--- config.mk ---
export PLATFORM = sky130hd
export DESIGN_NAME = prefetch_unit
export DESIGN_NICKNAME = d
export VERILOG_FILES = /design/src/design/pf_pkg.sv /design/src/design/prefetch_ctrl.sv /design/src/design/fetch_fifo.sv /design/src/design/wb_fetch_master.sv /design/src/design/prefetch_unit.sv
export VERILOG_INCLUDE_DIRS = /design/src /design/src/design
export SDC_FILE = /design/constraint.sdc
export NUM_CORES = 1
export LEC_CHECK = 0
export BUFFER_PORTS_ARGS = -buffer_cell sky130_fd_sc_hd__buf_2
export CAP_MARGIN = 10
export CORE_MARGIN = 2
export CORE_UTILIZATION = 29
export DETAILED_ROUTE_END_ITERATION = 12
export GPL_TIMING_DRIVEN = 0
export PLACE_DENSITY_LB_ADDON = 0.12
export SLEW_MARGIN = 0
export SYNTH_ARGS = -nofsm -noshare
export SYNTH_HDL_FRONTEND = slang
export SYNTH_HIERARCHICAL = 1
export SYNTH_SLANG_ARGS = --single-unit
--- constraint.sdc ---
create_clock -name clk -period 4.45 [get_ports clk]
set_input_delay 0 -clock clk [delete_from_list [all_inputs] [get_ports clk]]
set_output_delay 0 -clock clk [all_outputs]
set_load 0.02 [all_outputs]
--- src/design/pf_consts.svh ---
`ifndef PF_CONSTS_SVH
`define PF_CONSTS_SVH

// Fetch address width
`define PF_ADDR_W 32
// Instruction word width
`define PF_DATA_W 32
// Default instruction queue depth
`define PF_FIFO_DEPTH 4
// Byte distance between consecutive words
`define PF_ADDR_STEP 4

`endif

--- src/design/pf_pkg.sv ---
`default_nettype none

`include "pf_consts.svh"

package pf_pkg;

  // IDLE has no stale cycle pending
  // BRANCH_WAIT drops the response of a cycle opened before the branch
  typedef enum logic {
    IDLE        = 1'b0,
    BRANCH_WAIT = 1'b1
  } prefetch_state_e;

  // Request from controller to bus master
  typedef struct packed {
    logic [`PF_ADDR_W-1:0] addr;
  } trans_req_t;

  // Fetched word tagged with its own address
  typedef struct packed {
    logic [`PF_ADDR_W-1:0] addr;
    logic [`PF_DATA_W-1:0] instr;
  } instr_resp_t;

  // Wishbone classic master outputs, read only
  typedef struct packed {
    logic                  cyc;
    logic                  stb;
    logic [`PF_ADDR_W-1:0] adr;
  } wb_m2s_t;

endpackage

`default_nettype wire

--- src/design/prefetch_ctrl.sv ---
`timescale 1ns/1ps
`default_nettype none

`include "pf_consts.svh"

module prefetch_ctrl (
  input  logic                                clk,
  input  logic                                rst_n,
  // Redirect from the core
  input  logic                                branch_i,
  input  logic [`PF_ADDR_W-1:0]               branch_addr_i,
  // Request toward the bus master
  output logic                                trans_valid_o,
  input  logic                                trans_ready_i,
  output pf_pkg::trans_req_t                  trans_o,
  // Response strobe from the bus master
  input  logic                                rsp_valid_i,
  input  logic [`PF_DATA_W-1:0]               rsp_data_i,
  // Queue write side
  output logic                                push_o,
  output pf_pkg::instr_resp_t                 push_data_o,
  output logic                                flush_o,
  input  logic [$clog2(`PF_FIFO_DEPTH+1)-1:0] free_slots_i,
  // Seen by the bound checker
  output pf_pkg::prefetch_state_e             state_o
);

  localparam int unsigned CNT_W = $clog2(`PF_FIFO_DEPTH + 1);
  localparam logic [`PF_ADDR_W-1:0] ADDR_STEP = `PF_ADDR_STEP;

  pf_pkg::prefetch_state_e state_q;
  pf_pkg::prefetch_state_e state_d;
  logic [`PF_ADDR_W-1:0]   fetch_addr_q;
  logic [`PF_ADDR_W-1:0]   cyc_addr_q;
  logic                    started_q;
  logic                    outstanding_q;
  logic                    owed;
  logic                    accept;

  ////////////////////
  // Request side
  ////////////////////

  // Open cycle still owes a word unless it went stale
  assign owed = outstanding_q && (state_q == pf_pkg::IDLE);

  // Branch target goes out in the redirect cycle itself
  assign trans_o.addr = branch_i ? branch_addr_i : fetch_addr_q;

  // Queue is emptied on a branch so the target needs no room check
  // Otherwise keep one slot per word already owed
  assign trans_valid_o = branch_i ||
      (started_q && (state_q == pf_pkg::IDLE) && (free_slots_i > CNT_W'(owed)));

  assign accept = trans_valid_o && trans_ready_i;

  ////////////////////
  // Response side
  ////////////////////

  // Stale data and data racing a branch never reach the queue
  assign push_o           = rsp_valid_i && (state_q == pf_pkg::IDLE) && !branch_i;
  assign push_data_o.addr = cyc_addr_q;
  assign push_data_o.instr = rsp_data_i;
  assign flush_o          = branch_i;

  ////////////////////
  // Discard FSM
  ////////////////////

  always_comb begin
    state_d = state_q;
    case (state_q)
      pf_pkg::IDLE: begin
        // Cycle still open past the branch edge
        if (branch_i && outstanding_q && !rsp_valid_i) begin
          state_d = pf_pkg::BRANCH_WAIT;
        end
      end
      pf_pkg::BRANCH_WAIT: begin
        // Stale ack closes the old cycle
        if (rsp_valid_i) begin
          state_d = pf_pkg::IDLE;
        end
      end
      default: state_d = pf_pkg::IDLE;
    endcase
  end

  always_ff @(posedge clk or negedge rst_n) begin
    if (!rst_n) begin
      state_q       <= pf_pkg::IDLE;
      started_q     <= 1'b0;
      outstanding_q <= 1'b0;
      fetch_addr_q  <= '0;
    end else begin
      state_q <= state_d;
      // First branch enables fetching
      if (branch_i) begin
        started_q <= 1'b1;
      end
      // Master takes no request while a cycle is open
      if (rsp_valid_i) begin
        outstanding_q <= 1'b0;
      end
      if (accept) begin
        outstanding_q <= 1'b1;
      end
      // Next sequential word or the pending branch target
      if (accept) begin
        fetch_addr_q <= trans_o.addr + ADDR_STEP;
      end else if (branch_i) begin
        fetch_addr_q <= branch_addr_i;
      end
    end
  end

  // Address of the open cycle tagged onto its response
  always_ff @(posedge clk) begin
    if (accept) begin
      cyc_addr_q <= trans_o.addr;
    end
  end

  assign state_o = state_q;

endmodule

`default_nettype wire

--- src/design/fetch_fifo.sv ---
`timescale 1ns/1ps
`default_nettype none

`include "pf_consts.svh"

module fetch_fifo #(
  parameter int unsigned DEPTH = `PF_FIFO_DEPTH
) (
  input  logic                         clk,
  input  logic                         rst_n,
  input  logic                         flush_i,
  // Write side
  input  logic                         push_i,
  input  pf_pkg::instr_resp_t          push_data_i,
  // Read side with the head shown before pop
  input  logic                         pop_i,
  output logic                         valid_o,
  output pf_pkg::instr_resp_t          data_o,
  output logic [$clog2(DEPTH+1)-1:0]   free_slots_o
);

  localparam int unsigned PTR_W = (DEPTH > 1) ? $clog2(DEPTH) : 1;
  localparam int unsigned CNT_W = $clog2(DEPTH + 1);
  localparam logic [PTR_W-1:0] LAST = PTR_W'(DEPTH - 1);
  localparam logic [CNT_W-1:0] FULL = CNT_W'(DEPTH);

  pf_pkg::instr_resp_t mem_q [DEPTH];
  logic [PTR_W-1:0]    wr_ptr_q;
  logic [PTR_W-1:0]    rd_ptr_q;
  logic [CNT_W-1:0]    count_q;
  logic                push_en;
  logic                pop_en;

  // First word falls through
  assign valid_o      = (count_q != '0);
  assign data_o       = mem_q[rd_ptr_q];
  assign free_slots_o = FULL - count_q;

  // Writes beyond the depth are ignored
  assign push_en = push_i && (count_q != FULL);
  assign pop_en  = pop_i && valid_o;

  ////////////////////
  // Pointers and count
  ////////////////////

  always_ff @(posedge clk or negedge rst_n) begin
    if (!rst_n) begin
      wr_ptr_q <= '0;
      rd_ptr_q <= '0;
      count_q  <= '0;
    end else if (flush_i) begin
      // Flush wins over a push in the same cycle
      wr_ptr_q <= '0;
      rd_ptr_q <= '0;
      count_q  <= '0;
    end else begin
      if (push_en) begin
        wr_ptr_q <= (wr_ptr_q == LAST) ? '0 : wr_ptr_q + 1'b1;
      end
      if (pop_en) begin
        rd_ptr_q <= (rd_ptr_q == LAST) ? '0 : rd_ptr_q + 1'b1;
      end
      case ({push_en, pop_en})
        2'b10:   count_q <= count_q + 1'b1;
        2'b01:   count_q <= count_q - 1'b1;
        default: count_q <= count_q;
      endcase
    end
  end

  // Storage
  always_ff @(posedge clk) begin
    if (push_en && !flush_i) begin
      mem_q[wr_ptr_q] <= push_data_i;
    end
  end

endmodule

`default_nettype wire

--- src/design/wb_fetch_master.sv ---
`timescale 1ns/1ps
`default_nettype none

`include "pf_consts.svh"

module wb_fetch_master (
  input  logic                  clk,
  input  logic                  rst_n,
  // Request from the controller
  input  logic                  trans_valid_i,
  output logic                  trans_ready_o,
  input  pf_pkg::trans_req_t    trans_i,
  // Wishbone classic read port
  output pf_pkg::wb_m2s_t       wb_o,
  input  logic [`PF_DATA_W-1:0] wb_dat_i,
  input  logic                  wb_ack_i,
  // Response strobe back to the controller
  output logic                  rsp_valid_o,
  output logic [`PF_DATA_W-1:0] rsp_data_o
);

  logic                  cyc_q;
  logic [`PF_ADDR_W-1:0] adr_q;
  logic                  start;
  logic                  done;

  ////////////////////
  // Request accept
  ////////////////////

  // Only one cycle open at a time
  assign trans_ready_o = !cyc_q;
  assign start         = trans_valid_i && trans_ready_o;

  // Ack ends the cycle
  assign done = cyc_q && wb_ack_i;

  ////////////////////
  // Bus cycle
  ////////////////////

  // cyc and stb rise and fall together
  always_ff @(posedge clk or negedge rst_n) begin
    if (!rst_n) begin
      cyc_q <= 1'b0;
    end else if (start) begin
      cyc_q <= 1'b1;
    end else if (done) begin
      cyc_q <= 1'b0;
    end
  end

  // Address held stable for the whole cycle
  always_ff @(posedge clk) begin
    if (start) begin
      adr_q <= trans_i.addr;
    end
  end

  assign wb_o.cyc = cyc_q;
  assign wb_o.stb = cyc_q;
  assign wb_o.adr = adr_q;

  ////////////////////
  // Response
  ////////////////////

  // Read data passes straight through in the ack cycle
  assign rsp_valid_o = done;
  assign rsp_data_o  = wb_dat_i;

endmodule

`default_nettype wire

--- src/design/prefetch_unit.sv ---
`timescale 1ns/1ps
`default_nettype none

`include "pf_consts.svh"

module prefetch_unit (
  input  logic                  clk,
  input  logic                  rst_n,
  // Redirect from the core
  input  logic                  branch_i,
  input  logic [`PF_ADDR_W-1:0] branch_addr_i,
  // Instruction stream to the core
  output logic                  fetch_valid_o,
  input  logic                  fetch_ready_i,
  output pf_pkg::instr_resp_t   fetch_o,
  // Wishbone classic read port
  output pf_pkg::wb_m2s_t       wb_o,
  input  logic [`PF_DATA_W-1:0] wb_dat_i,
  input  logic                  wb_ack_i
);

  localparam int unsigned CNT_W = $clog2(`PF_FIFO_DEPTH + 1);

  // Controller to bus master
  logic                  trans_valid;
  logic                  trans_ready;
  pf_pkg::trans_req_t    trans;
  // Bus master to controller
  logic                  rsp_valid;
  logic [`PF_DATA_W-1:0] rsp_data;
  // Controller to queue
  logic                  push;
  pf_pkg::instr_resp_t   push_data;
  logic                  flush;
  logic [CNT_W-1:0]      free_slots;
  // Core handshake
  logic                  pop;

  assign pop = fetch_valid_o && fetch_ready_i;

  prefetch_ctrl u_prefetch_ctrl (
    .clk           (clk),
    .rst_n         (rst_n),
    .branch_i      (branch_i),
    .branch_addr_i (branch_addr_i),
    .trans_valid_o (trans_valid),
    .trans_ready_i (trans_ready),
    .trans_o       (trans),
    .rsp_valid_i   (rsp_valid),
    .rsp_data_i    (rsp_data),
    .push_o        (push),
    .push_data_o   (push_data),
    .flush_o       (flush),
    .free_slots_i  (free_slots),
    .state_o       ()
  );

  fetch_fifo #(
    .DEPTH (`PF_FIFO_DEPTH)
  ) u_fetch_fifo (
    .clk          (clk),
    .rst_n        (rst_n),
    .flush_i      (flush),
    .push_i       (push),
    .push_data_i  (push_data),
    .pop_i        (pop),
    .valid_o      (fetch_valid_o),
    .data_o       (fetch_o),
    .free_slots_o (free_slots)
  );

  wb_fetch_master u_wb_fetch_master (
    .clk           (clk),
    .rst_n         (rst_n),
    .trans_valid_i (trans_valid),
    .trans_ready_o (trans_ready),
    .trans_i       (trans),
    .wb_o          (wb_o),
    .wb_dat_i      (wb_dat_i),
    .wb_ack_i      (wb_ack_i),
    .rsp_valid_o   (rsp_valid),
    .rsp_data_o    (rsp_data)
  );

endmodule

`default_nettype wire

==> PnR_summary.wiki <==
{| class="wikitable"
! Metric !! Value
|-
| Post-synthesis register bit count || 363
|-
| Root cell of the clock tree || sky130_fd_sc_hd__clkbuf_16
|-
| Total half-perimeter wirelength after legalization and detailed placement || 21.1 mm
|-
| Sequential share of the synthesized area || 0.738
|-
| Number of placed instances with taps included || 1,532
|-
| Worst IR drop on VDD || 200 uV
|-
| Global-route congestion overflow total || 0
|-
| Setup clock skew after layout || between 8 and 9 ps
|-
| Count of buffers added by post-CTS timing repair for setup || 0
|-
| Syn Std Cell Area || 14,500 sq um
|-
| Deepest clock path buffer count || 3
|-
| Vias post-DR || 7,229
|-
| Tcrit/Tclk final || 0.710
|-
| Core outline area || between 40,000 and 50,000 sq um
|-
| Hold violation count in the final report || 0
|-
| Number of levels in the clock H-tree || 2
|-
| Cell area power density || 466 nW/um^2
|-
| Max FO, Critical Path || 39
|-
| Pin slew with the least headroom to its limit || 1050 ps
|-
| Iteration-0 DRC Markers || 419
|-
| Static Leakage || 6.43 nW
|-
| Met1 usage in global routing || 0.174
|-
| Met2 layer usage reported by global route || 0.219
|-
| Arrival time at the worst endpoint || between 3000 and 4000 ps
|-
| Mapped Cells || 729
|-
| Async set-reset flop share out of synthesis || 0.118
|-
| Adder-cell area share of the yosys netlist || 0.00917
|-
| Number of filler cells placed in the layout || 4,648
|-
| DR vias/cell || 4.29
|-
| Number of enable-type register cells in the synthesized netlist || 320
|-
| Proportion of synthesized area in mux cells || 0.125
|-
| Die area || just over 50,000 sq um
|-
| CP Capture Type || flop
|-
| Aggregate routed wire length || 33.9 mm
|-
| Most used routing layer in global routing || met2
|-
| Die H || 227 microns
|-
| Critical path class || primary input to flop
|-
| Total clock buffers created by CTS || between 40 and 50
|-
| Net count after synthesis || 808
|-
| Met3 layer usage reported by global route || 0.0280
|-
| HP Class || primary input to flop
|-
| Share of final-layout standard cells stronger than drive strength 1 || 0.400
|-
| Synthesis warning total || 6
|-
| Antenna diode instance count || 0
|-
| Power, Total || 8.54 mW
|-
| Initial standard-cell utilization of the core || 0.295
|-
| Type of element launching the critical path || primary input
|-
| Number of port buffers || around 140
|-
| Most common library cell in the layout ignoring fill and taps || sky130_fd_sc_hd__edfxtp_1
|-
| Synthesized-area fraction occupied by and/or/nand/nor cells || 0.0416
|-
| DR DRC count || 0
|-
| Most used flip-flop cell after synthesis || sky130_fd_sc_hd__edfxtp_1
|-
| Min cycle time layout || 3160 ps
|-
| Mean Syn Cell Area || 19.8 sq um
|-
| Antenna violation net count after detailed routing || 0
|-
| Flop2flop setup slack || 1340 ps
|-
| Die Width || 227 microns
|-
| Number of distinct library cell variants in the gate-level netlist after synthesis || 54
|-
| Slew Limit Headroom || 0.298
|-
| Slew Limit Fails || 0
|-
| Required time reported for the critical path endpoint || around 4700 ps
|-
| Non-filler instance count after layout || 1,685
|-
| Most used cells in the layout excluding fill and tap cells || 320 x sky130_fd_sc_hd__edfxtp_1, 146 x sky130_fd_sc_hd__buf_2, 74 x sky130_fd_sc_hd__dlygate4sd3_1, 70 x sky130_fd_sc_hd__buf_4, 64 x sky130_fd_sc_hd__mux4_2
|-
| GRT Util Overall || 0.133
|-
| Placer's final routability congestion estimate || between 0.7 and 0.8
|-
| Clock latency of the later-clocked register in the worst-skew pair || around 550 ps
|-
| Nets || 1,066
|-
| Max_cap viols || 0
|-
| Dominant combinational cell family by area after synthesis || multiplexers
|-
| Clock input transition at the sequential cells of the worst setup and hold paths || 60 ps
|-
| First-pass GRT wire length || 49.3 mm
|-
| Outcome || finished clean
|-
| Detailed Routing Iterations Pass 1 || 4
|-
| Via count of the first global-routing pass || about 7,600
|-
| Wirelength per Cell || 20.1 microns
|-
| F_max || between 0.3 and 0.4 GHz
|-
| TritonCTS clock tree || yes
|-
| Number of antenna violations at the first check in global routing || 0
|-
| Finish-stage setup viols || 0
|-
| Area fraction in compound gates after synthesis || 0.0100
|-
| RSZ-0062 raised after global routing || no
|-
| Synthesized-area fraction occupied by xor and xnor cells || 0.0206
|-
| Placement Rows || 81
|-
| Syn-to-layout area delta || 26.7%
|-
| Total number of clock tree sinks || 363
|-
| Largest net degree at the start of global routing || 46
|-
| IO Pins || 168
|}
[registers in the layout, summed over array words and instances (netlist names)]
| signal | cells |
|---|---|
| u_prefetch_ctrl/started_q | 1 |
| u_prefetch_ctrl/outstanding_q | 1 |
| u_prefetch_ctrl/fetch_addr_q | 32 |
| u_fetch_fifo/wr_ptr_q | 2 |
| u_fetch_fifo/rd_ptr_q | 2 |
| u_fetch_fifo/count_q | 3 |
| u_wb_fetch_master/adr_q | 32 |
| u_prefetch_ctrl/state_o | 1 |
| u_prefetch_ctrl/cyc_addr_q | 32 |
| u_wb_fetch_master/cyc_q | 1 |
| u_fetch_fifo/mem_q | 256 |
[kinds of logic (layout without fill, tap and decap cells)]
family,count (synthesis),count (layout)
multiplexers,98,98
XOR/XNOR,34,34
adder cells (fa/ha/maj),10,10
flip-flops,363,363
AND/OR/NAND/NOR,90,90
AO/OA/AOI/OAI,17,17
buffers and inverters,117,409
[per-stage QoR]
step	hold slack (ps)	setup WS, ps	instance area (sq um)	TNS, ps	util
after floorplan	-296	1190	14500	0	-
after global placement	287	-1110	16000	-273790	0.326
after detailed placement	288	1200	16100	0	0.328
after CTS	223	1220	18300	0	0.373
after global routing	258	1060	18300	0	0.374
final	281	1290	18300	0	0.374
[Yosys cell counts (all sizes together) (4+ instances only)]
cell / n / area, sq um
mux4: 64 / 1440
xor2: 18 / 158
ha: 9 / 113
mux2: 22 / 248
nand4: 6 / 50.0
dfrtp: 43 / 1080
nor3: 11 / 55.1
and2: 8 / 52.6
mux2i: 12 / 124
nor4: 9 / 106
nand2: 10 / 40.0
nand3: 7 / 40.0
xnor2: 16 / 140
a21oi: 4 / 20.0
edfxtp: 320 / 9610
nor2: 19 / 73.8
inv: 23 / 86.3
buf: 91 / 697
[per-layer routing]
layer	wire, microns	share of wire
met1	15200	0.45
met2	16500	0.49
met3	1540	0.045
met4	706	0.021
met5	0	0
[area by class of cell]
type	instances	area, sq um	share of cell area
plain buffers	94	708	0.0386
multi-input cells	249	3000	0.164
well taps	664	831	0.0453
clock inverters	19	274	0.0149
inverters	23	86.3	0.00471
flip-flops and latches	363	10700	0.583
clock buffers	59	1200	0.0654
repair buffers	214	1550	0.0844
[worst max-delay path, stage by stage]
cell and delay, ps:
sky130_fd_sc_hd__dlygate4sd3_1 540, sky130_fd_sc_hd__buf_2 140, sky130_fd_sc_hd__buf_6 160, sky130_fd_sc_hd__buf_6 160
sky130_fd_sc_hd__buf_6 170, sky130_fd_sc_hd__clkbuf_1 340, sky130_fd_sc_hd__nor3b_1 320, sky130_fd_sc_hd__nor2b_1 150
sky130_fd_sc_hd__buf_2 190, sky130_fd_sc_hd__nor2b_1 310, sky130_fd_sc_hd__and2_4 530, sky130_fd_sc_hd__buf_16 300
[path summary, 6_finish.rpt]
kind	from	end	cells after the start
setup reg to reg	u_fetch_fifo/count_q[0]	u_prefetch_ctrl/fetch_addr_q[13]	10
hold reg to reg	u_prefetch_ctrl/started_q	u_prefetch_ctrl/started_q	1
min in group asynchronous	rst_n	u_prefetch_ctrl/fetch_addr_q[12]	3
hold / removal	wb_dat_i[31]	u_fetch_fifo/mem_q[1][31]	3
setup / recovery	branch_i	u_fetch_fifo/mem_q[0][23]	12
max in group asynchronous	rst_n	u_fetch_fifo/rd_ptr_q[0]	4
[timing repair]
action,4_1_cts,5_1_grt
hold endpoints to repair,271,10
setup endpoints to repair,0,0
gates resized for setup,0,0
hold buffers,73,1
[where the power goes]
group          switching (mW)  total [mW]  internal (mW)
Clock                    1.35        3.64           2.28
Combinational           0.486       0.783          0.297
Sequential              0.106        4.11           4.01
Total                    1.95        8.54           6.59
Note: power is estimated with default switching activity, not from simulation.
